[config.mk]
export PLATFORM = sky130hd
export DESIGN_NAME = cp0_top
export DESIGN_NICKNAME = d
export VERILOG_FILES = /design/src/source/cp0_pkg.sv /design/src/source/cp0_access_port.sv /design/src/source/cp0_status_reg.sv /design/src/source/cp0_exception_unit.sv /design/src/source/cp0_interrupt_unit.sv /design/src/source/cp0_top.sv
export SDC_FILE = /design/constraint.sdc
export NUM_CORES = 1
export LEC_CHECK = 0
export ABC_AREA = 1
export BUFFER_PORTS_ARGS = -buffer_cell sky130_fd_sc_hd__buf_2
export CAP_MARGIN = 25
export CORE_MARGIN = 2
export CORE_UTILIZATION = 25
export DETAILED_ROUTE_END_ITERATION = 12
export PLACE_DENSITY = 0.53
export RECOVER_POWER = 25
export SLEW_MARGIN = 40
export SYNTH_ARGS = -nofsm -noshare
export SYNTH_HDL_FRONTEND = slang
export SYNTH_SLANG_ARGS = --single-unit
[constraint.sdc]
create_clock -name clk -period 4 [get_ports clk]
set_input_delay 0.2 -clock clk [delete_from_list [all_inputs] [get_ports clk]]
set_output_delay 0.2 -clock clk [all_outputs]
set_load 0.02 [all_outputs]
[src/source/cp0_pkg.sv]
package cp0_pkg;

    localparam int DATA_W   = 32;
    localparam int ADDR_W   = 8;                 // Register number and select
    localparam int HW_INT_W = 6;

    // Addresses are {rd, sel}
    localparam logic [ADDR_W-1:0] BADVADDR_ADDR = 8'h40;   // rd 8
    localparam logic [ADDR_W-1:0] COUNT_ADDR    = 8'h48;   // rd 9
    localparam logic [ADDR_W-1:0] COMPARE_ADDR  = 8'h58;   // rd 11
    localparam logic [ADDR_W-1:0] STATUS_ADDR   = 8'h60;   // rd 12
    localparam logic [ADDR_W-1:0] CAUSE_ADDR    = 8'h68;   // rd 13
    localparam logic [ADDR_W-1:0] EPC_ADDR      = 8'h70;   // rd 14

    localparam logic [DATA_W-1:0] COMPARE_RESET = 32'h0001_55cc;

    // Exception causes as reported by the memory stage
    typedef enum logic [4:0] {
        Int   = 5'h00,
        AdEL  = 5'h01,
        AdES  = 5'h02,
        Sys   = 5'h03,
        Bp    = 5'h04,
        RI    = 5'h05,
        CpU   = 5'h06,
        Ov    = 5'h07,
        Trap  = 5'h08,
        NO_EX = 5'h1f
    } exc_type_e;

    typedef logic [4:0] exc_code_t;                // Architectural ExcCode

    localparam exc_code_t EXC_INT  = 5'h00;
    localparam exc_code_t EXC_ADEL = 5'h04;
    localparam exc_code_t EXC_ADES = 5'h05;
    localparam exc_code_t EXC_SYS  = 5'h08;
    localparam exc_code_t EXC_BP   = 5'h09;
    localparam exc_code_t EXC_RI   = 5'h0a;
    localparam exc_code_t EXC_CPU  = 5'h0b;
    localparam exc_code_t EXC_OV   = 5'h0c;
    localparam exc_code_t EXC_TR   = 5'h0d;

    typedef struct packed {
        logic              valid;
        logic              is_mtc0;
        logic              is_eret;
        logic              ex;                   // Exception raised in this stage
        logic              bd;                   // Instruction in a delay slot
        exc_type_e         exc_type;
        logic [ADDR_W-1:0] addr;
        logic [DATA_W-1:0] wdata;                // Move-to data or faulting address
        logic [DATA_W-1:0] pc;
    } cp0_req_t;

    typedef struct packed {
        logic status;
        logic cause;
        logic epc;
        logic badvaddr;
        logic count;
        logic compare;
    } cp0_wstrobe_t;

    typedef struct packed {
        logic [2:0] zero_31_29;
        logic       cu0;
        logic [4:0] zero_27_23;
        logic       bev;
        logic [5:0] zero_21_16;
        logic [7:0] im;
        logic [2:0] zero_7_5;
        logic       um;
        logic       zero_3;
        logic       erl;
        logic       exl;
        logic       ie;
    } status_bits_t;

    typedef struct packed {
        logic        bd;
        logic        ti;
        logic [1:0]  ce;
        logic [11:0] zero_27_16;
        logic [7:0]  ip;
        logic        zero_7;
        exc_code_t   exc_code;
        logic [1:0]  zero_1_0;
    } cause_bits_t;

    // One bus word, read as Status or Cause by address
    typedef union packed {
        logic [DATA_W-1:0] raw;
        status_bits_t      status;
        cause_bits_t       cause;
    } cp0_word_u;

    typedef struct packed {
        logic       ie;
        logic       exl;
        logic [7:0] im;
        logic [7:0] ip;
        logic       ti;
    } cp0_irq_t;

endpackage

[src/source/cp0_access_port.sv]
module cp0_access_port (
    input  cp0_pkg::cp0_req_t                req,
    input  cp0_pkg::status_bits_t            status,
    input  cp0_pkg::cause_bits_t             cause,
    input  logic [cp0_pkg::DATA_W-1:0]       epc,
    input  logic [cp0_pkg::DATA_W-1:0]       badvaddr,
    input  logic [cp0_pkg::DATA_W-1:0]       count,
    input  logic [cp0_pkg::DATA_W-1:0]       compare,
    output cp0_pkg::cp0_wstrobe_t            wstrobe,
    output logic                             eret_commit,
    output logic                             eret_flush,
    output logic [cp0_pkg::DATA_W-1:0]       rdata
);

    logic               mtc0_we;
    logic               eret_go;
    cp0_pkg::cp0_word_u rd_word;

    // A faulting instruction neither writes nor returns
    assign mtc0_we = req.valid && req.is_mtc0 && !req.ex;
    assign eret_go = req.valid && req.is_eret && !req.ex;

    assign eret_commit = eret_go;
    assign eret_flush  = eret_go;                // Pipeline flush in the same cycle

    always_comb begin
        wstrobe = '0;
        if (mtc0_we) begin
            case (req.addr)
                cp0_pkg::STATUS_ADDR:   wstrobe.status   = 1'b1;
                cp0_pkg::CAUSE_ADDR:    wstrobe.cause    = 1'b1;
                cp0_pkg::EPC_ADDR:      wstrobe.epc      = 1'b1;
                cp0_pkg::BADVADDR_ADDR: wstrobe.badvaddr = 1'b1;
                cp0_pkg::COUNT_ADDR:    wstrobe.count    = 1'b1;
                cp0_pkg::COMPARE_ADDR:  wstrobe.compare  = 1'b1;
                default:                wstrobe          = '0;
            endcase
        end
    end

    // Move-from data, combinational on the request address
    always_comb begin
        rd_word.raw = '0;                        // Dropped addresses read zero
        case (req.addr)
            cp0_pkg::STATUS_ADDR: begin
                rd_word.status.cu0 = status.cu0;
                rd_word.status.bev = status.bev;
                rd_word.status.im  = status.im;
                rd_word.status.um  = status.um;
                rd_word.status.erl = status.erl;
                rd_word.status.exl = status.exl;
                rd_word.status.ie  = status.ie;
            end
            cp0_pkg::CAUSE_ADDR: begin
                rd_word.cause.bd       = cause.bd;
                rd_word.cause.ti       = cause.ti;
                rd_word.cause.ce       = cause.ce;
                rd_word.cause.ip       = cause.ip;
                rd_word.cause.exc_code = cause.exc_code;
            end
            cp0_pkg::EPC_ADDR:      rd_word.raw = epc;
            cp0_pkg::BADVADDR_ADDR: rd_word.raw = badvaddr;
            cp0_pkg::COUNT_ADDR:    rd_word.raw = count;
            cp0_pkg::COMPARE_ADDR:  rd_word.raw = compare;
            default:                rd_word.raw = '0;
        endcase
    end

    assign rdata = rd_word.raw;

endmodule

[src/source/cp0_status_reg.sv]
module cp0_status_reg (
    input  logic                  clk,
    input  logic                  reset,
    input  logic                  wstrobe_status,
    input  cp0_pkg::cp0_word_u    wdata,
    input  logic                  ex,
    input  logic                  eret_commit,
    output cp0_pkg::status_bits_t status
);

    cp0_pkg::status_bits_t status_q;

    always_ff @(posedge clk) begin
        if (reset) begin
            status_q     <= '0;                  // Reserved bits stay zero from here on
            status_q.bev <= 1'b1;                // Boot vectors after reset
        end else begin
            if (wstrobe_status) begin
                status_q.cu0 <= wdata.status.cu0;
                status_q.bev <= wdata.status.bev;
                status_q.im  <= wdata.status.im;
                status_q.um  <= wdata.status.um;
                status_q.erl <= wdata.status.erl;
                status_q.ie  <= wdata.status.ie;
            end

            // Exception entry wins over return, return over move-to
            if (ex) begin
                status_q.exl <= 1'b1;
            end else if (eret_commit) begin
                status_q.exl <= 1'b0;
            end else if (wstrobe_status) begin
                status_q.exl <= wdata.status.exl;
            end
        end
    end

    assign status = status_q;

endmodule

[src/source/cp0_exception_unit.sv]
module cp0_exception_unit (
    input  logic                          clk,
    input  logic                          reset,
    input  cp0_pkg::cp0_req_t             req,
    input  logic                          wstrobe_epc,
    input  logic                          exl,
    output logic [cp0_pkg::DATA_W-1:0]    epc,
    output logic [cp0_pkg::DATA_W-1:0]    badvaddr,
    output logic                          bd,
    output cp0_pkg::exc_code_t            exc_code,
    output logic [1:0]                    ce
);

    logic                       first_ex;
    cp0_pkg::exc_code_t         code_next;
    logic [cp0_pkg::DATA_W-1:0] epc_next;

    // Nested exceptions keep the original return point
    assign first_ex = req.ex && !exl;

    // Delay slot faults return to the branch
    assign epc_next = req.bd ? req.pc - 32'd4 : req.pc;

    always_comb begin
        case (req.exc_type)
            cp0_pkg::Int:  code_next = cp0_pkg::EXC_INT;
            cp0_pkg::AdEL: code_next = cp0_pkg::EXC_ADEL;
            cp0_pkg::AdES: code_next = cp0_pkg::EXC_ADES;
            cp0_pkg::Sys:  code_next = cp0_pkg::EXC_SYS;
            cp0_pkg::Bp:   code_next = cp0_pkg::EXC_BP;
            cp0_pkg::RI:   code_next = cp0_pkg::EXC_RI;
            cp0_pkg::CpU:  code_next = cp0_pkg::EXC_CPU;
            cp0_pkg::Ov:   code_next = cp0_pkg::EXC_OV;
            cp0_pkg::Trap: code_next = cp0_pkg::EXC_TR;
            default:       code_next = '0;      // NO_EX and unknown causes
        endcase
    end

    always_ff @(posedge clk) begin
        if (reset) begin
            epc <= '0;
            bd  <= 1'b0;
        end else if (first_ex) begin
            epc <= epc_next;
            bd  <= req.bd;
        end else if (wstrobe_epc) begin
            epc <= req.wdata;                    // Strobe already excludes faulting requests
        end
    end

    always_ff @(posedge clk) begin
        if (reset) begin
            exc_code <= '0;
            ce       <= 2'b00;
        end else if (req.ex) begin
            exc_code <= code_next;
            if (req.exc_type == cp0_pkg::CpU) begin
                ce <= 2'b01;                     // Only CP1 is ever reported unusable
            end
        end
    end

    always_ff @(posedge clk) begin
        if (reset) begin
            badvaddr <= '0;
        end else if (req.ex) begin
            if (req.exc_type == cp0_pkg::AdES) begin
                badvaddr <= req.wdata;
            end else if (req.exc_type == cp0_pkg::AdEL) begin
                badvaddr <= (req.pc[1:0] != 2'b00) ? req.pc : req.wdata; // Fetch or load
            end
        end
    end

endmodule

[src/source/cp0_interrupt_unit.sv]
module cp0_interrupt_unit (
    input  logic                            clk,
    input  logic                            reset,
    input  logic                            wstrobe_count,
    input  logic                            wstrobe_compare,
    input  logic                            wstrobe_cause,
    input  cp0_pkg::cp0_word_u              wdata,
    input  logic [cp0_pkg::HW_INT_W-1:0]    ext_int,
    output logic [cp0_pkg::DATA_W-1:0]      count,
    output logic [cp0_pkg::DATA_W-1:0]      compare,
    output logic                            ti,
    output logic [7:0]                      ip
);

    logic tick;                                  // Half-rate enable for Count
    logic count_hit;

    assign count_hit = (count == compare);

    always_ff @(posedge clk) begin
        if (reset) begin
            tick <= 1'b0;
        end else begin
            tick <= ~tick;
        end
    end

    always_ff @(posedge clk) begin
        if (reset) begin
            count <= '0;
        end else if (wstrobe_count) begin
            count <= wdata.raw;                  // Software load beats the increment
        end else if (tick) begin
            count <= count + 32'd1;
        end
    end

    always_ff @(posedge clk) begin
        if (reset) begin
            compare <= cp0_pkg::COMPARE_RESET;
        end else if (wstrobe_compare) begin
            compare <= wdata.raw;
        end
    end

    // Writing Compare acknowledges the timer interrupt
    always_ff @(posedge clk) begin
        if (reset) begin
            ti <= 1'b0;
        end else if (wstrobe_compare) begin
            ti <= 1'b0;
        end else if (count_hit) begin
            ti <= 1'b1;
        end
    end

    always_ff @(posedge clk) begin
        if (reset) begin
            ip <= '0;
        end else begin
            ip[7]   <= ext_int[cp0_pkg::HW_INT_W-1] | ti; // Timer shares the top line
            ip[6:2] <= ext_int[cp0_pkg::HW_INT_W-2:0];
            if (wstrobe_cause) begin
                ip[1:0] <= wdata.cause.ip[1:0];  // Software interrupts
            end
        end
    end

endmodule

[src/source/cp0_top.sv]
module cp0_top (
    input  logic                          clk,
    input  logic                          reset,
    input  cp0_pkg::cp0_req_t             req,
    input  logic [cp0_pkg::HW_INT_W-1:0]  ext_int,
    output logic [cp0_pkg::DATA_W-1:0]    rdata,
    output logic                          eret_flush,
    output logic [cp0_pkg::DATA_W-1:0]    epc,
    output cp0_pkg::cp0_irq_t             irq
);

    cp0_pkg::cp0_wstrobe_t      wstrobe;
    cp0_pkg::cp0_word_u         wdata_word;
    cp0_pkg::status_bits_t      status;
    cp0_pkg::cause_bits_t       cause;
    cp0_pkg::exc_code_t         exc_code;
    logic                       eret_commit;
    logic                       bd;
    logic                       ti;
    logic [1:0]                 ce;
    logic [7:0]                 ip;
    logic [cp0_pkg::DATA_W-1:0] badvaddr;
    logic [cp0_pkg::DATA_W-1:0] count;
    logic [cp0_pkg::DATA_W-1:0] compare;

    assign wdata_word.raw = req.wdata;

    // Cause fields come from two blocks
    assign cause = '{bd: bd, ti: ti, ce: ce, zero_27_16: 12'h000, ip: ip,
                     zero_7: 1'b0, exc_code: exc_code, zero_1_0: 2'b00};

    assign irq = '{ie: status.ie, exl: status.exl, im: status.im, ip: ip, ti: ti};

    cp0_access_port u_access_port (
        .req         (req),
        .status      (status),
        .cause       (cause),
        .epc         (epc),
        .badvaddr    (badvaddr),
        .count       (count),
        .compare     (compare),
        .wstrobe     (wstrobe),
        .eret_commit (eret_commit),
        .eret_flush  (eret_flush),
        .rdata       (rdata)
    );

    cp0_status_reg u_status_reg (
        .clk            (clk),
        .reset          (reset),
        .wstrobe_status (wstrobe.status),
        .wdata          (wdata_word),
        .ex             (req.ex),
        .eret_commit    (eret_commit),
        .status         (status)
    );

    cp0_exception_unit u_exception_unit (
        .clk         (clk),
        .reset       (reset),
        .req         (req),
        .wstrobe_epc (wstrobe.epc),
        .exl         (status.exl),
        .epc         (epc),
        .badvaddr    (badvaddr),
        .bd          (bd),
        .exc_code    (exc_code),
        .ce          (ce)
    );

    cp0_interrupt_unit u_interrupt_unit (
        .clk             (clk),
        .reset           (reset),
        .wstrobe_count   (wstrobe.count),
        .wstrobe_compare (wstrobe.compare),
        .wstrobe_cause   (wstrobe.cause),
        .wdata           (wdata_word),
        .ext_int         (ext_int),
        .count           (count),
        .compare         (compare),
        .ti              (ti),
        .ip              (ip)
    );

endmodule

# Yosys cells after proc, flatten, opt, wreduce, memory -nomap -nowiden
# Memories as Yosys holds them, arrays and structs flattened.
# Index checks and enable logic that the tools add are counted.
# Widths: inputs -> output; s select.
[classes]
addsub = 2
eq_ne = 10
muxes = 31
bitwise = 2
n_reduce_logical = 15
[op_table]
columns = ["op", "n"]
rows = [
  ["$mux 32", 8],
  ["$eq 8x7->1 const B", 6],
  ["$pmux 8 s6", 1],
  ["$add 32x1->32 const B", 1],
  ["$eq 32x32->1", 1],
  ["$sub 32x3->32 const B", 1],
  ["$pmux 6 s4", 1],
  ["$pmux 2 s5", 2],
  ["$pmux 5 s4", 1],
  ["$pmux 1 s6", 3],
  ["$pmux 3 s5", 1],
  ["$pmux 1 s5", 2],
  ["$mux 1", 9],
  ["$reduce_bool 2->1", 4],
  ["$mux 6", 1],
  ["$eq 5x1->1 const B", 1],
  ["$eq 5x2->1 const B", 1],
  ["$eq 5x3->1 const B", 1],
  ["$logic_and 1x1->1", 5],
  ["$mux 5", 1],
  ["$pmux 1 s4", 1],
  ["$reduce_and 2->1", 2],
  ["$reduce_bool 3->1", 1],
  ["$logic_not 1->1", 2],
  ["other kinds (3)", 3],
]
[word_totals]
reg_bits = 159
romBits = 64
inputBits = 90
out_inout_bits = 84
wordCells = 79
mem_count = 1
[mem_list]
columns = ["name", "depth", "word_bits", "rd", "rd_ports_with_merged_regs", "wr", "line", "text"]
rows = [
  ["(name not given)", 16, 4, 1, 0, 0, "cp0_exception_unit.sv:25", "case (req.exc_type)"],
]

# Longest topological paths before layout
[depth]
word_depth = 6
ltp_mapped = 13
mapped_depth_nobuf = 13

# Hierarchy
# From an unflattened synthesis, not the netlist that was laid out.
[unflattened]
hier_cells = 1662
hier_area_um2 = 10485.1
[by_module_without_submodules]
columns = ["module", "n_inst", "cells_per_inst", "area_each_um2", "seq_area_each_um2"]
rows = [
  ["cp0_exception_unit", 1, 617, 4106.4, 1401.3],
  ["cp0_interrupt_unit", 1, 591, 3980.1, 1481.4],
  ["cp0_access_port", 1, 367, 1719.1, 0.0],
  ["cp0_status_reg", 1, 85, 668.1, 280.3],
  ["cp0_top", 1, 2, 11.3, 0.0],
]

# Worst setup path after synthesis
# Ideal clock, no wire load.
[synth_timing]
path_kind = "reg2reg"
start = "reg u_interrupt_unit.count[0] (netlist name)"
end = "reg u_interrupt_unit.count[16] (netlist name)"
arrival_time_ns = 1.540
required_time_ns = 3.891
setup_slack_ns = 2.351
stages_incl_launch_ff = 11
n_path_buf = 0
synth_period_minus_slack_ns = 1.649
cell_sequence = "dfxtp_1 ha_1 nand2_1 nor2_1 nand2_1 nor3_1 nand4_1 a21oi_1 o21ai_0 nand2_1 inv_1"
[synth_between]
elab_chain_cells = 3
[synth_lines]
columns = ["item", "line", "text"]
rows = [
  ["from (decl)", "cp0_interrupt_unit.sv:9", "output logic [cp0_pkg::DATA_W-1:0] count,"],
  ["from (signal assigned)", "cp0_interrupt_unit.sv:32", "count <= wdata.raw;"],
  ["from (signal assigned)", "cp0_interrupt_unit.sv:34", "count <= count + 32'd1;"],
  ["$add 32x1->32", "cp0_interrupt_unit.sv:34", ""],
  ["$mux 32", "cp0_interrupt_unit.sv:33", "end else if (tick) begin"],
  ["$mux 32", "cp0_interrupt_unit.sv:31", "end else if (wstrobe_count) begin"],
]
# Every way passes these cells. The select of a mux whose other input is x is not followed.
# A chain may end at the register's enable or synchronous reset.

==> flow_summary.toml <==
[logic_synthesis]
synthFlopType = "dfxtp_1"
synth_compound_gate_area_share_pct = 23.6
muxShareOfSynthArea_pct = 0
synthAdderAreaFrac_pct = 0.782
syn_area_um2 = 9610
syn_nets = 1548
ys_warn_count = 0
synthXorXnorAreaFrac_pct = 4.92
synthSimpleGateAreaFrac_pct = 25.2
avgSynthCellArea_um2 = 6.62
ys_types = 43
synth_top_family_by_area = "simple AND/OR/NAND/NOR gates"
async_flop_share_pct = 0
ys_seq_area_share_pct = 32.9
synth-seq-cells = 158
synth_edf_count = 0
synthCells = 1452

[power]
power_frac_seq_pct = 43.6
internal-power_mw = 2.78
pwr-share-clk_pct = 45.1
switchingPower_mw = 1.04
pwr-share-comb_pct = 11.3
ir_drop_uv = 265
powerDensity_nw_per_um2 = 336
p_leak_nw = 4.80
p_sw_share_pct = 27.2

[critical_path]
crit_path_max_fanout = 53
criticalPathCategory = "in2reg"
crit_slowest_cell = "clkbuf_1"
r2r-start = "u_interrupt_unit.count[0]"
required_ns = 4.33
worst_path_largest_cell_delay_ns = 2.12
crit_buf_inv = 2
crit_path_frequent_cell = "clkbuf_1"
reg2reg_slack_ns = 1.69
endpoint_kind = "flip-flop"
crit_path_cell_trace = "clkbuf_1 > clkbuf_1 > a31oi_1 > o221a_2"
cp-startpoint = "reset"
critPathLaunchType = "primary input"
crit_arrival_ns = 3.00
critPathTopFamily = "buffers and inverters"

[global_route]
grt_pass1_vias = 9853
antenna_found_initial = 0
overflow = 0
track_usage_pct = 20.9
grt_pass1_wl_um = 62000
grt_start_max_net_pins = 64

[layout]
mostFrequentLayoutCell = "nand2_1"
drive_gt1_share_pct = 12.8
final_cell_mix = "nand2_1 (331), inv_1 (194), dfxtp_1 (158)"
nets = 1670
area_growth_pct = 18.3
fillCellCount = 4202
num_antenna_cells = 0

[floorplan]
dieArea_um2 = 40000
initial_core_util_pct = 25.4
die_height_um = 200
die_w_um = 200
io_pins = 174
rows = 71
core-area_um2 = 37800

[detailed_routing]
drt-total-wl_um = 41900
vias = 10500
drtPass1Iterations = 5
avgRoutedWirePerCell_um = 20.0
postRouteAntennaNets = 0
via_per_inst = 4.99
drt-initial-drc-count = 981
drc = 0

[sta]
fmax_mhz = 374
setup_violations = 0
holdWs_ns = 0.0820
relSlewSlack_pct = -98.9
drv_slew = 54
finalHoldViolCount = 0
skew_ns = 0.0101
tightest_slew_ns = 2.98
period_share_pct = 66.9
rsz0062_at_grt = "no"
finalCriticalPeriod_ns = 2.68
finalSetupTns_ns = 0

[outcome]
status = "finished, violations left"
violations = "max-capacitance violations, max-slew violations"

[clock_network]
cts_resized = 0
cts_sinks = 158
clk_latency_ns = 0.44
cts_tree = "built"
cts_root_buffer = "clkbuf_16"
path_clk_slew_ns = 0.06
clock_path_buffers = 2
htreeDepth = 4
cts_buffers = 17

[placed_design]
hpwl_um = 32800
gp_congestion = 0.954
portBuffers = 173

[job]
maxCapViolations = 1

[worst_hold_path]
hold_class = "in2reg"
hold_path.startpoint = "req[32]"
-- worst paths after layout --
check                                 endpoint  cells after the start
setup / recovery       u_exception_unit.epc[6]                      4
hold / removal    u_exception_unit.badvaddr[0]                      3
setup reg to reg    u_interrupt_unit.count[18]                      8
hold reg to reg        u_status_reg.status[15]                      2
-- metal layers --
layer / vias to the layer above / global-route usage [%] / share of wire, %
met5: - / 0 / 0
met4: 0 / 8.50 / 3.9
met3: 65 / 3.55 / 6.4
met2: 423 / 33.4 / 46
met1: 4919 / 28.0 / 44
li1: 5071 / - / -
-- worst reg2reg max path, delay by kind of cell (launching register included) --
| kind | cells | cell delay, ns |
|---|---|---|
| adder cells (fa/ha/maj) | 1 | 0.26 |
| AO/OA/AOI/OAI | 2 | 0.28 |
| AND/OR/NAND/NOR | 5 | 1.05 |
| flip-flops | 1 | 0.47 |
-- power by group through the flow --
stage | Combinational [mW] | Clock [mW] | Sequential (mW)
finish | 0.432 | 1.73 | 1.67
global route | 0.470 | 1.82 | 1.67
CTS | 0.435 | 1.74 | 1.66
detailed placement | 0.429 | 0 | 1.70
global placement | 0.426 | 0 | 1.70
floorplan | 0.208 | 0 | 1.71
-- sequential cells by signal, summed over array words and instances, names as in the netlist --
register                   count
u_exception_unit.epc          32
u_exception_unit.ce            1
u_exception_unit.exc_code      4
u_interrupt_unit.tick          1
u_exception_unit.bd            1
u_interrupt_unit.compare      32
u_interrupt_unit.ti            1
u_status_reg.status           14
u_interrupt_unit.count        32
u_interrupt_unit.ip            8
u_exception_unit.badvaddr     32
-- Yosys cell counts, types with 2 or more instances --
master,n,area (um2)
a221oi_1,5,43.8
o21ai_2,3,26.3
nor3_1,24,120
nor3_2,5,50.1
o21ai_0,109,546
inv_1,196,736
nand3_1,56,280
nor2_4,3,33.8
nand4_1,23,144
o2111ai_1,11,96.3
o22ai_1,13,81.3
buf_1,4,15.0
buf_6,5,56.3
inv_2,10,37.5
xor2_1,42,368
o211ai_1,82,616
nand2_1,331,1240
a211oi_1,4,30.0
buf_2,22,110
a21oi_1,108,541
ha_1,6,75.1
nand3_2,2,20.0
nor2_2,8,50.1
dfxtp_1,158,3160
o221ai_1,8,70.1
buf_4,16,120
xnor2_1,12,105
and3_1,2,12.5
nand2_2,4,25.0
nor2_1,107,402
clkbuf_1,35,131
a22oi_1,11,82.6
or2_2,3,18.8
o21ai_1,2,10.0
a31oi_1,14,87.6
-- through the flow --
| step | utilization (%) | area, um2 | cells | setup WS, ns | total power [mW] |
|---|---|---|---|---|---|
| finish | 30.1 | 11400 | 2098 | 1.32 | 3.82 |
| global route | 30.1 | 11400 | 2098 | 1.16 | 3.96 |
| CTS | 30.3 | 11400 | 2098 | 1.32 | 3.84 |
| detailed placement | 28.5 | 10800 | 2060 | 1.32 | 2.13 |
| global placement | 28.5 | 10700 | 2060 | 0.860 | 2.13 |
| floorplan | - | 9610 | 1452 | 2.35 | 1.91 |
-- cell type report --
class	count	area, um2	area share (%)
clock buffers	23	488	4.29
flip-flops and latches	158	3160	27.8
inverters	207	782	6.88
repair buffers	186	927	8.16
well taps	511	639	5.62
multi-input cells	1004	5240	46.1
clock inverters	9	133	1.17
-- cells by family (layout without fill, tap and decap cells) --
group	Yosys count	after routing
buffers and inverters	290	425
adders and majority gates	6	6
DFF	158	158
AOI/OAI and AO/OA	374	374
and+or+nand+nor	570	570
xor gates and xnor gates	54	54
-- repair_timing --
item	CTS	global route
hold buffers	6	0
endpoints found under the hold margin	6	0
buffers inserted	0	0
No activity file was read; power rests on OpenSTA's default activity.
